[src/hw/link_pkg.sv]
package link_pkg;

    // Packet type field.
    localparam int BT_W = 4;
    typedef logic [BT_W-1:0] btype_t;

    localparam btype_t BT_NONE   = 4'd0;
    localparam btype_t BT_ACK    = 4'd1;
    localparam btype_t BT_NAK    = 4'd2;
    localparam btype_t BT_RLY    = 4'd3;
    localparam btype_t BT_DIDX   = 4'd5;
    localparam btype_t BT_DPARAM = 4'd6;
    localparam btype_t BT_DDIDX  = 4'd7;
    localparam btype_t BT_LINK   = 4'd9;
    // Marks a corrupted frame and is never sent on the link.
    localparam btype_t BT_ERROR  = 4'd15;

    // Payload length field is split over header bytes 1 and 2.
    localparam int LEN_W = 12;

    // Upper nibble of the first frame byte.
    localparam logic [3:0] FRAME_MARK = 4'd5;

    // Types that the peer may send as commands.
    function automatic logic is_command(input btype_t t);
        return (t == BT_DIDX) || (t == BT_DPARAM) || (t == BT_DDIDX) || (t == BT_LINK);
    endfunction

endpackage

[src/hw/payload_ram.sv]
`timescale 1ns/1ns

module payload_ram #(
    parameter int ADDR_W = 8
) (
    input  logic              clk,
    input  logic              we,
    input  logic [ADDR_W-1:0] waddr,
    input  logic [7:0]        wdata,
    input  logic [ADDR_W-1:0] raddr,
    output logic [7:0]        rdata
);

    localparam int DEPTH = 1 << ADDR_W;

    logic [7:0] mem [0:DEPTH-1];

    // Host write port.
    always_ff @(posedge clk) begin
        if (we) begin
            mem[waddr] <= wdata;
        end
    end

    // Registered read with one cycle latency.
    always_ff @(posedge clk) begin
        rdata <= mem[raddr];
    end

endmodule

[src/hw/frame_tx.sv]
`timescale 1ns/1ns

module frame_tx #(
    parameter int ADDR_W = 8
) (
    input  logic                       clk,
    input  logic                       rst,
    input  logic                       start,
    output logic                       done,
    input  link_pkg::btype_t           btype,
    input  logic [ADDR_W-1:0]          addr,
    input  logic [link_pkg::LEN_W-1:0] len,
    output logic [ADDR_W-1:0]          ram_raddr,
    input  logic [7:0]                 ram_rdata,
    output logic [7:0]                 tx_data,
    output logic                       tx_valid,
    input  logic                       tx_ready
);

    // State names the byte currently held on tx_data.
    typedef enum logic [2:0] {
        S_IDLE,
        S_HDR,
        S_LENH,
        S_LENL,
        S_DATA,
        S_SUM,
        S_DONE
    } state_t;

    state_t                     state;
    logic [ADDR_W-1:0]          rd_ptr;
    logic [link_pkg::LEN_W-1:0] cnt;
    logic [7:0]                 csum;
    logic [7:0]                 next_byte;
    logic                       accept;
    logic                       load;
    logic                       load_data;

    assign accept    = tx_valid && tx_ready;
    assign load      = (state == S_IDLE) ? start
                     : (accept && (state != S_SUM) && (state != S_DONE));
    assign load_data = accept && ((state == S_LENL) || (state == S_DATA)) && (cnt != '0);
    assign done      = (state == S_DONE);

    // Read one byte ahead so payload bytes follow without gaps.
    assign ram_raddr = load_data ? rd_ptr + 1'b1 : rd_ptr;

    always_comb begin
        case (state)
            S_IDLE:  next_byte = {link_pkg::FRAME_MARK, btype};
            S_HDR:   next_byte = {4'h0, cnt[link_pkg::LEN_W-1:8]};
            S_LENH:  next_byte = cnt[7:0];
            default: next_byte = (cnt != '0) ? ram_rdata : csum;
        endcase
    end

    always_ff @(posedge clk or posedge rst) begin
        if (rst) begin
            state    <= S_IDLE;
            tx_valid <= 1'b0;
        end else begin
            case (state)
                S_IDLE: begin
                    if (start) begin
                        state    <= S_HDR;
                        tx_valid <= 1'b1;
                    end
                end
                S_HDR: begin
                    if (accept) state <= S_LENH;
                end
                S_LENH: begin
                    if (accept) state <= S_LENL;
                end
                S_LENL, S_DATA: begin
                    if (accept) state <= (cnt == '0) ? S_SUM : S_DATA;
                end
                S_SUM: begin
                    if (accept) begin
                        state    <= S_DONE;
                        tx_valid <= 1'b0;
                    end
                end
                S_DONE: begin
                    if (!start) state <= S_IDLE;
                end
                default: state <= S_IDLE;
            endcase
        end
    end

    always_ff @(posedge clk) begin
        if (load) begin
            tx_data <= next_byte;
            csum    <= (state == S_IDLE) ? next_byte : csum ^ next_byte;
        end
        if (state == S_IDLE) begin
            rd_ptr <= addr;
            cnt    <= len;
        end else if (load_data) begin
            rd_ptr <= rd_ptr + 1'b1;
            cnt    <= cnt - 1'b1;
        end
    end

endmodule

[src/hw/frame_rx.sv]
`timescale 1ns/1ns

module frame_rx (
    input  logic             clk,
    input  logic             rst,
    input  logic [7:0]       rx_data,
    input  logic             rx_valid,
    output logic             rx_ready,
    output logic             frame,
    output link_pkg::btype_t btype,
    input  logic             taken
);

    typedef enum logic [2:0] {
        R_HUNT,
        R_LENH,
        R_LENL,
        R_DATA,
        R_SUM,
        R_HOLD
    } state_t;

    state_t                     state;
    link_pkg::btype_t           hdr_type;
    logic [link_pkg::LEN_W-1:0] cnt;
    logic [7:0]                 csum;
    logic                       accept;

    // Back-pressure while a frame waits for the session.
    assign rx_ready = (state != R_HOLD);
    assign frame    = (state == R_HOLD);
    assign accept   = rx_valid && rx_ready;

    always_ff @(posedge clk or posedge rst) begin
        if (rst) begin
            state <= R_HUNT;
            btype <= link_pkg::BT_NONE;
        end else begin
            case (state)
                R_HUNT: begin
                    // Bytes without the mark are dropped.
                    if (accept && (rx_data[7:4] == link_pkg::FRAME_MARK)) begin
                        state <= R_LENH;
                    end
                end
                R_LENH: begin
                    if (accept) state <= R_LENL;
                end
                R_LENL: begin
                    if (accept) begin
                        state <= ({cnt[link_pkg::LEN_W-1:8], rx_data} == '0) ? R_SUM : R_DATA;
                    end
                end
                R_DATA: begin
                    if (accept && (cnt == 1)) state <= R_SUM;
                end
                R_SUM: begin
                    if (accept) begin
                        state <= R_HOLD;
                        btype <= (rx_data == csum) ? hdr_type : link_pkg::BT_ERROR;
                    end
                end
                R_HOLD: begin
                    if (taken) state <= R_HUNT;
                end
                default: state <= R_HUNT;
            endcase
        end
    end

    // Payload bytes only feed the checksum and the length count.
    always_ff @(posedge clk) begin
        if (accept) begin
            csum <= (state == R_HUNT) ? rx_data : csum ^ rx_data;
            case (state)
                R_HUNT:  hdr_type <= rx_data[3:0];
                R_LENH:  cnt[link_pkg::LEN_W-1:8] <= rx_data[3:0];
                R_LENL:  cnt[7:0] <= rx_data;
                R_DATA:  cnt <= cnt - 1'b1;
                default: ;
            endcase
        end
    end

endmodule

[src/hw/link_session.sv]
`timescale 1ns/1ns

module link_session #(
    parameter int ADDR_W      = 8,
    parameter int ANS_TIMEOUT = 64,
    parameter int RETRY_MAX   = 10
) (
    input  logic                       clk,
    input  logic                       rst,

    input  logic                       send_start,
    output logic                       send_done,
    output logic                       send_fail,
    input  link_pkg::btype_t           send_btype,
    input  logic [link_pkg::LEN_W-1:0] send_len,
    input  logic [ADDR_W-1:0]          send_addr,

    output logic                       read_valid,
    output link_pkg::btype_t           read_btype,
    input  logic                       read_ack,

    output logic                       tx_start,
    input  logic                       tx_done,
    output link_pkg::btype_t           tx_btype,
    output logic [ADDR_W-1:0]          tx_addr,
    output logic [link_pkg::LEN_W-1:0] tx_len,

    input  logic                       rx_frame,
    input  link_pkg::btype_t           rx_btype,
    output logic                       rx_taken
);

    localparam int TW = $clog2(ANS_TIMEOUT + 1);
    localparam int NW = $clog2(RETRY_MAX + 1);
    localparam logic [TW-1:0] T_LAST = TW'(ANS_TIMEOUT - 1);
    localparam logic [NW-1:0] N_MAX  = NW'(RETRY_MAX);

    typedef enum logic [3:0] {
        S_IDLE,
        S_SEND_TX,
        S_ANS_WAIT,
        S_ANS_TAKE,
        S_SEND_OK,
        S_SEND_FAIL,
        S_RX_TAKE,
        S_REP_TX,
        S_RLY_WAIT,
        S_RLY_TAKE,
        S_READ
    } state_t;

    state_t          state;
    state_t          next_state;
    logic [TW-1:0]   time_cnt;
    logic [NW-1:0]   num_cnt;
    logic            tout;
    logic            last_try;
    logic            rx_end;

    assign tout     = (time_cnt == T_LAST);
    assign last_try = (num_cnt >= N_MAX);
    // frame_rx has released the frame and still holds its type.
    assign rx_end   = !rx_frame;

    assign send_done  = (state == S_SEND_OK) || (state == S_SEND_FAIL);
    assign send_fail  = (state == S_SEND_FAIL);
    assign read_valid = (state == S_READ);
    assign tx_start   = (state == S_SEND_TX) || (state == S_REP_TX);
    assign rx_taken   = (state == S_ANS_TAKE) || (state == S_RX_TAKE) || (state == S_RLY_TAKE);

    always_ff @(posedge clk or posedge rst) begin
        if (rst) begin
            state <= S_IDLE;
        end else begin
            state <= next_state;
        end
    end

    always_comb begin
        next_state = state;
        case (state)
            S_IDLE: begin
                if (send_start) next_state = S_SEND_TX;
                else if (rx_frame) next_state = S_RX_TAKE;
            end
            S_SEND_TX: begin
                if (tx_done) next_state = S_ANS_WAIT;
            end
            S_ANS_WAIT: begin
                if (rx_frame) next_state = S_ANS_TAKE;
                else if (tout) next_state = last_try ? S_SEND_FAIL : S_SEND_TX;
            end
            S_ANS_TAKE: begin
                // Anything but NAK counts as accepted.
                if (rx_end) begin
                    if (rx_btype != link_pkg::BT_NAK) next_state = S_SEND_OK;
                    else next_state = last_try ? S_SEND_FAIL : S_SEND_TX;
                end
            end
            S_SEND_OK, S_SEND_FAIL: begin
                if (!send_start) next_state = S_IDLE;
            end
            S_RX_TAKE: begin
                if (rx_end) begin
                    if ((rx_btype == link_pkg::BT_ERROR) || link_pkg::is_command(rx_btype)) begin
                        next_state = S_REP_TX;
                    end else begin
                        next_state = S_IDLE;
                    end
                end
            end
            S_REP_TX: begin
                // No RLY is expected after a NAK.
                if (tx_done) begin
                    next_state = (tx_btype == link_pkg::BT_NAK) ? S_IDLE : S_RLY_WAIT;
                end
            end
            S_RLY_WAIT: begin
                if (rx_frame) next_state = S_RLY_TAKE;
                else if (tout) next_state = last_try ? S_IDLE : S_REP_TX;
            end
            S_RLY_TAKE: begin
                if (rx_end) begin
                    if (rx_btype == link_pkg::BT_RLY) next_state = S_READ;
                    else next_state = last_try ? S_IDLE : S_REP_TX;
                end
            end
            S_READ: begin
                if (read_ack || tout) next_state = S_IDLE;
            end
            default: next_state = S_IDLE;
        endcase
    end

    // Runs only in the waiting states.
    always_ff @(posedge clk or posedge rst) begin
        if (rst) begin
            time_cnt <= '0;
        end else if ((state == S_ANS_WAIT) || (state == S_RLY_WAIT) || (state == S_READ)) begin
            time_cnt <= time_cnt + 1'b1;
        end else begin
            time_cnt <= '0;
        end
    end

    // Transmissions or replies in the current exchange.
    always_ff @(posedge clk or posedge rst) begin
        if (rst) begin
            num_cnt <= '0;
        end else if (state == S_IDLE) begin
            num_cnt <= '0;
        end else if (tx_start && tx_done) begin
            num_cnt <= num_cnt + 1'b1;
        end
    end

    always_ff @(posedge clk or posedge rst) begin
        if (rst) begin
            tx_btype <= link_pkg::BT_NONE;
            tx_addr  <= '0;
            tx_len   <= '0;
        end else if ((state == S_IDLE) && send_start) begin
            tx_btype <= send_btype;
            tx_addr  <= send_addr;
            tx_len   <= send_len;
        end else if ((state == S_RX_TAKE) && rx_end) begin
            // Replies carry no payload.
            tx_btype <= (rx_btype == link_pkg::BT_ERROR) ? link_pkg::BT_NAK : link_pkg::BT_ACK;
            tx_len   <= '0;
        end
    end

    always_ff @(posedge clk or posedge rst) begin
        if (rst) begin
            read_btype <= link_pkg::BT_NONE;
        end else if ((state == S_RX_TAKE) && rx_end && link_pkg::is_command(rx_btype)) begin
            read_btype <= rx_btype;
        end
    end

endmodule

[src/hw/link_top.sv]
`timescale 1ns/1ns

module link_top #(
    parameter int ADDR_W      = 8,
    parameter int ANS_TIMEOUT = 64,
    parameter int RETRY_MAX   = 10
) (
    input  logic                       clk,
    input  logic                       rst,

    input  logic                       send_start,
    input  link_pkg::btype_t           send_btype,
    input  logic [link_pkg::LEN_W-1:0] send_len,
    input  logic [ADDR_W-1:0]          send_addr,
    output logic                       send_done,
    output logic                       send_fail,

    output logic                       read_valid,
    output link_pkg::btype_t           read_btype,
    input  logic                       read_ack,

    input  logic                       ram_we,
    input  logic [ADDR_W-1:0]          ram_waddr,
    input  logic [7:0]                 ram_wdata,

    output logic [7:0]                 tx_data,
    output logic                       tx_valid,
    input  logic                       tx_ready,

    input  logic [7:0]                 rx_data,
    input  logic                       rx_valid,
    output logic                       rx_ready
);

    logic                       tx_start;
    logic                       tx_done;
    link_pkg::btype_t           tx_btype;
    logic [ADDR_W-1:0]          tx_addr;
    logic [link_pkg::LEN_W-1:0] tx_len;
    logic [ADDR_W-1:0]          ram_raddr;
    logic [7:0]                 ram_rdata;
    logic                       rx_frame;
    link_pkg::btype_t           rx_btype;
    logic                       rx_taken;

    payload_ram #(
        .ADDR_W (ADDR_W)
    ) u_ram (
        .clk   (clk),
        .we    (ram_we),
        .waddr (ram_waddr),
        .wdata (ram_wdata),
        .raddr (ram_raddr),
        .rdata (ram_rdata)
    );

    frame_tx #(
        .ADDR_W (ADDR_W)
    ) u_frame_tx (
        .clk       (clk),
        .rst       (rst),
        .start     (tx_start),
        .done      (tx_done),
        .btype     (tx_btype),
        .addr      (tx_addr),
        .len       (tx_len),
        .ram_raddr (ram_raddr),
        .ram_rdata (ram_rdata),
        .tx_data   (tx_data),
        .tx_valid  (tx_valid),
        .tx_ready  (tx_ready)
    );

    frame_rx u_frame_rx (
        .clk      (clk),
        .rst      (rst),
        .rx_data  (rx_data),
        .rx_valid (rx_valid),
        .rx_ready (rx_ready),
        .frame    (rx_frame),
        .btype    (rx_btype),
        .taken    (rx_taken)
    );

    link_session #(
        .ADDR_W      (ADDR_W),
        .ANS_TIMEOUT (ANS_TIMEOUT),
        .RETRY_MAX   (RETRY_MAX)
    ) u_session (
        .clk        (clk),
        .rst        (rst),
        .send_start (send_start),
        .send_done  (send_done),
        .send_fail  (send_fail),
        .send_btype (send_btype),
        .send_len   (send_len),
        .send_addr  (send_addr),
        .read_valid (read_valid),
        .read_btype (read_btype),
        .read_ack   (read_ack),
        .tx_start   (tx_start),
        .tx_done    (tx_done),
        .tx_btype   (tx_btype),
        .tx_addr    (tx_addr),
        .tx_len     (tx_len),
        .rx_frame   (rx_frame),
        .rx_btype   (rx_btype),
        .rx_taken   (rx_taken)
    );

endmodule

[config.mk]
export PLATFORM = sky130hd
export DESIGN_NAME = link_top
export DESIGN_NICKNAME = d
export VERILOG_FILES = /design/src/hw/link_pkg.sv /design/src/hw/payload_ram.sv /design/src/hw/frame_tx.sv /design/src/hw/frame_rx.sv /design/src/hw/link_session.sv /design/src/hw/link_top.sv
export SDC_FILE = /design/constraint.sdc
export NUM_CORES = 2
export LEC_CHECK = 0
export BUFFER_PORTS_ARGS = -buffer_cell sky130_fd_sc_hd__buf_2
export CAP_MARGIN = 20
export CORE_ASPECT_RATIO = 0.7
export CORE_MARGIN = 4
export CORE_UTILIZATION = 30
export CTS_CLUSTER_DIAMETER = 50
export CTS_CLUSTER_SIZE = 12
export DETAILED_ROUTE_END_ITERATION = 10
export SYNTH_ARGS = -nofsm -noshare
export SYNTH_HDL_FRONTEND = slang
export SYNTH_SLANG_ARGS = --single-unit
[constraint.sdc]
create_clock -name clk -period 4.8 [get_ports clk]
set_clock_uncertainty 0.05 [all_clocks]
set_input_delay 0.96 -clock clk [delete_from_list [all_inputs] [get_ports clk]]
set_output_delay 0.96 -clock clk [all_outputs]
set_load 0.03 [all_outputs]
[Word-level counts from Yosys, hierarchy flattened]
Memory sizes are Yosys's and may differ from the RTL's. A register that Yosys moved wholly into a read port is not among the register bits.
Cells that the tools add are included.
Word-level totals
  output and inout port bits: 17
  memory bits (writable): 2048
  input bits: 55
  register bits: 114
  memories kept: 1
Cells by class
  multiplexer cells: 61
  reductions and logical operators: 47
  eq/ne operators: 58
  $add $sub $neg: 5
  order comparisons: 1
  bitwise gates (word level): 2
Memory list
  u_ram.mem: depth 256, width 8, rd ports 1, clocked after Yosys merged registers in 1, wr ports 1, RTL line payload_ram.sv:16  | logic [7:0] mem [0:DEPTH-1];
Operators by type and width (count)
  $mux W4: 21
  $mux W12: 4
  $mux W3: 16
  $mux W8: 5
  $pmux W4 S10: 1
  $pmux W3 S6: 2
  $eq A4 B3 Y1 const B: 8
  $ne A2 B1 Y1 const B: 13
  $logic_not A12 Y1: 2
  $pmux W8 S3: 1
  $sub A12 B1 Y12 const B: 2
  $eq A4 B4 Y1 const B: 5
  $eq A4 B2 Y1 const B: 4
  $pmux W8 S2: 1
  $xor A8 B8 Y8: 2
  $eq A3 B3 Y1 const B: 5
  $eq A12 B1 Y1 const B: 1
  $eq A3 B2 Y1 const B: 4
  $logic_and A1 B1 Y1: 12
  $logic_or A1 B1 Y1: 12
  $ne A2 B2 Y1 const B: 6
  $reduce_and A6 Y1: 2
  $reduce_bool A12 Y1: 1
  $reduce_bool A2 Y1: 6
  24 further kinds: 38

[Depth between registers and ports, before layout]
  depth in word-level cells: 8
  gate-level depth with buffers: 16
  gate-level depth less buffers: 11

[By module]
From an unflattened synthesis, not the netlist that was laid out.
Unflattened totals
  cells, all modules: 4365
  area, all modules: 85998.7 um2
By module, submodules not included
  payload_ram: area an instance 79556.3 um2, times used 1, seq. area each 61659.1 um2, cells an instance 3733
  frame_tx: area an instance 2494.9 um2, times used 1, seq. area each 1101.1 um2, cells an instance 271
  link_session: area an instance 2260.9 um2, times used 1, seq. area each 1076.0 um2, cells an instance 208
  frame_rx: area an instance 1686.6 um2, times used 1, seq. area each 895.9 um2, cells an instance 153

[Least setup slack after synthesis]
No wires, ideal clock.
  path kind: input -> register
  from: input port tx_ready
  to: register u_ram.rdata[6], read port of u_ram.mem
  cell stages on the path: 14
  arrival: 3.314 ns
  path buffers: 6
  data required time: 4.623 ns
  setup slack: 1.309 ns
  library setup time: 0.127 ns
  cells stage by stage: and2_1 clkbuf_1 o21ai_0 buf_2 nor2_4 buf_6 buf_2 buf_2 buf_2 a31oi_1 a311oi_1 a32oi_1 nor4_1 nor4_1
Between the ends
  cells in the longest elaborated chain, start to end: 4
Ends and longest elaborated chain
  from (decl): RTL line link_top.sv:28  | input logic tx_ready,
  $logic_and A1 B1 Y1: RTL line frame_tx.sv:40  | assign accept = tx_valid && tx_ready;
  $logic_and A1 B1 Y1 (2 in a row): RTL line frame_tx.sv:43  | assign load_data = accept && ((state == S_LENL) || (state == S_DATA)) && (cnt != '0);
  $mux W8: RTL line frame_tx.sv:47  | assign ram_raddr = load_data ? rd_ptr + 1'b1 : rd_ptr;
  to (decl): RTL line payload_ram.sv:11  | output logic [7:0] rdata
Every way passes these cells.
A chain may end at the register's enable or synchronous reset.

[Final worst setup path]
  from: register u_frame_tx.state[2]
  to: register u_ram.rdata[6], read port of u_ram.mem
Between the ends
  cells in the longest elaborated chain, start to end: 5
  elaborated cells on any way between the ends: 6
  those cells by class: 2 x eq/ne; 1 x mux; 3 x reduce/logical
Ends and longest elaborated chain
  from (decl): RTL line frame_tx.sv:31  | state_t state;
  from (signal assigned): RTL line frame_tx.sv:77  | if (accept) state <= (cnt == '0) ? S_SUM : S_DATA;
  $eq A3 B2 Y1 / $eq A3 B3 Y1 (equally long branches): RTL line frame_tx.sv:43
  $logic_or A1 B1 Y1 *: RTL line frame_tx.sv:43
  $logic_and A1 B1 Y1 * (2 in a row): RTL line frame_tx.sv:43
  $mux W8 *: RTL line frame_tx.sv:47
Every way passes the cells marked *; elsewhere a longest branch is shown, timed or not.

==> flow_summary.json <==
{
  "outcome": "completed",
  "synthArstFlopShare_pct": 2.49,
  "r2r_setup_slack_ns": 0.09,
  "tightest_slew_ns": 1.22,
  "start_util_pct": 30.2,
  "crit_arrival_ns": 5.42,
  "rsz0062_at_grt": "no",
  "drive_gt1_share_pct": 16.4,
  "cts_buffers": 213,
  "gp_congestion": 0.940,
  "wl_mm": 324,
  "synth_edf_count": 2100,
  "ioPinCount": 72,
  "drtIter0Drc": 10000,
  "ant_nets": 0,
  "ys_types": 87,
  "period_share_pct": 98.1,
  "die_h_um": 481,
  "r2r_end": "u_ram.rdata[6]",
  "peakVddDrop_uv": 742,
  "final-hold-violation-count": 0,
  "syn_avg_cell_area_um2": 14.6,
  "core_um2": 318000,
  "leakagePower_nw": 34.9,
  "via_per_inst": 5.98,
  "ys_ff_latch": 2170,
  "timing.rr.start": "u_frame_tx.state[2]",
  "first_pass_iters": 6,
  "final_common_cell": "edfxtp_1",
  "fillers": 30200,
  "area.growth.synth_to_final_pct": 14.6,
  "grt_usage_pct": 18.9,
  "holdBufCountCts": 0,
  "std_cell_rows": 173,
  "post_drt_wl_per_cell_um": 29.4,
  "cts-root-buf": "clkbuf_16",
  "powerDensity_nw_per_um2": 586,
  "syn-cell-area_um2": 95900,
  "grt_pass1_wl_mm": 457,
  "gr-total-overflow": 0,
  "dieWidth_um": 684,
  "nets": 6808,
  "cts_tree": "done",
  "synthCells": 6554,
  "crit_path_max_fanout": 18,
  "finalSetupViolations": 0,
  "die-area_um2": 329000,
  "crit_path_end_kind": "flip-flop",
  "port_buffers": 71,
  "route.detailed.drc": 0,
  "clkSinkCount": 2170,
  "antenna_found_initial": 33,
  "path_clk_slew_ns": 0.07,
  "slew_headroom_pct": 18.6,
  "hold_path.class": "input port to asynchronous set/reset pin",
  "drv_slew": 0,
  "startpoint_type": "flip-flop",
  "fin_crit_ns": 4.71,
  "max_cap_viol_count": 0,
  "synthFlopType": "edfxtp_1",
  "dp_hpwl_mm": 208,
  "seq_area_frac_synth_pct": 67.5,
  "cts_htree_levels": 4,
  "crit_type": "flip-flop to flip-flop",
  "cts_buffer_depth": 4,
  "clkLatencyLatePin_ns": 0.90,
  "vias": 66000,
  "synth.net_count": 6616,
  "worstPathRequired_ns": 5.51,
  "ys.warnings.count": 0,
  "grt_max_degree": 137,
  "hold_ws_ns": 0.193,
  "fmax_ghz": 0.212,
  "r2r_cells": 12,
  "post-route-util_pct": 34.6,
  "grt_pass1_vias": 62100,
  "layout_common_cells": "edfxtp_1, o22ai_1, mux2i_1"
}
==> final cells by class <==
cell class / count / area, um^2 / area share, %
Sequential cell: 2170 / 64700 / 58.9
Multi-Input combinational cell: 3809 / 29200 / 26.6
Clock buffer: 262 / 5510 / 5.02
Tap cell: 4200 / 5260 / 4.78
Timing Repair Buffer: 535 / 4910 / 4.47
Clock inverter: 19 / 208 / 0.189
Inverter: 17 / 71.3 / 0.0649
Antenna cell: 11 / 27.5 / 0.0250
==> cells by family (layout without fill, tap and decap cells) <==
family	Yosys count	count (layout)	share of synthesized area [%]
compound gates	1726	1726	12.8
xor+xnor	58	58	0.530
fa+ha+maj	7	7	0.0913
buf+inv	575	833	2.49
flops	2170	2170	67.5
mux	855	855	10.8
other cells	0	11	0
simple gates	1163	1163	5.81
==> per-stage QoR <==
step / total power, mW / cell area, um^2 / TNS (ns) / std cells / worst slack (ns)
6_report: 64.5 / 110000 / 0 / 11000 / 0.0895
5_1_grt: 66.4 / 110000 / 0 / 11000 / 0.0643
3_3_place_gp: 48.4 / 104000 / -1.77 / 10700 / -0.957
3_5_place_dp: 48.7 / 104000 / -1.43 / 10700 / -0.791
4_1_cts: 63.8 / 110000 / 0 / 11000 / 0.0351
2_1_floorplan: 37.7 / 95900 / 0 / 6554 / 1.31
==> cell usage after synthesis (16+ instances only) <==
library cell  instances  area, um^2
xnor2_1              42         368
a31oi_1              55         344
a22oi_1              40         300
buf_1                89         334
nand3_1             114         571
buf_2               136         681
a211oi_1             55         413
mux2i_1             587        5880
a22o_1               16         140
o211ai_1             32         240
edfxtp_1           2100       63100
o221ai_1            286        2500
nor2_1              463        1740
o21ai_0             145         726
xor2_1               16         140
mux4_2              129        2910
mux2_2              139        1570
nor4_1              111         694
o22a_1               96         841
a2bb2oi_1            56         490
a21oi_1             144         721
o2111ai_1            26         228
or3_1                46         288
dfrtp_1              54        1350
o22ai_1             604        3780
dfxtp_1              16         320
nor3_1              153         766
nand4_1              24         150
a21o_1               16         120
o32a_1               19         190
nand2_1             132         495
a221oi_1             19         166
nor2b_1              31         194
clkbuf_1            324        1220
or4_1                29         218
==> worst max-delay path by stage <==
stage                             start             end  slack (ns)  cells after the start
finish              u_frame_tx.state[2]  u_ram.rdata[6]        0.09                     12
global route          u_frame_tx.cnt[1]  u_ram.rdata[0]        0.06                     14
CTS                   u_frame_tx.cnt[1]  u_ram.rdata[0]        0.04                     15
detailed placement             tx_ready  u_ram.rdata[6]       -0.79                     13
global placement               tx_ready  u_ram.rdata[6]       -0.96                     12
floorplan                      tx_ready  u_ram.rdata[6]        1.31                     14
==> report_power, final <==
group | internal, mW | switching [mW] | total, mW
registers | 21.4 | 0.605 | 22.0
logic | 10.2 | 17.1 | 27.4
clock network | 8.00 | 7.13 | 15.1
total | 39.6 | 24.9 | 64.5
==> critical path: stages, from the launching register on <==
cell	delay (ns)
dfrtp_1	0.53
or3b_1	0.53
a21oi_4	0.42
nand2_4	0.22
buf_12	0.22
buf_4	0.25
a2111oi_2	0.57
a2111oi_0	0.15
buf_1	0.22
nor4_4	0.52
o22ai_1	0.19
nor4bb_2	0.52
nor4_1	0.12
==> registers in the layout, summed over array words and instances, names as in the netlist <==
name / flops
u_frame_tx.state: 3
u_frame_tx.tx_data: 8
u_session.num_cnt: 4
u_session.tx_addr: 8
u_ram.rdata: 8
u_frame_tx.tx_valid: 1
u_session.tx_len: 12
u_frame_rx.cnt: 12
u_session.time_cnt: 7
u_frame_tx.csum: 8
u_ram.mem: 2048
u_session.tx_btype: 4
u_frame_tx.cnt: 12
u_session.read_btype: 4
u_frame_rx.state: 3
u_frame_rx.hdr_type: 4
u_frame_tx.rd_ptr: 8
u_session.state: 4
u_frame_rx.btype: 4
u_frame_rx.csum: 8
==> layer usage <==
| layer | global-route usage [%] | wire length [um] |
|---|---|---|
| met3 | 6.28 | 45500 |
| met4 | 5.34 | 9180 |
| met1 | 27.7 | 136000 |
| met5 | 0 | 44 |
| met2 | 26.2 | 133000 |
==> timing repair <==
| item | in CTS | in global routing |
|---|---|---|
| resized for setup | 11 | 9 |
| setup buffers | 4 | 1 |
| endpoints found under the setup margin | 8 | 6 |
| pin swaps | 1 | 2 |
Power figures use the tool's default switching activity.
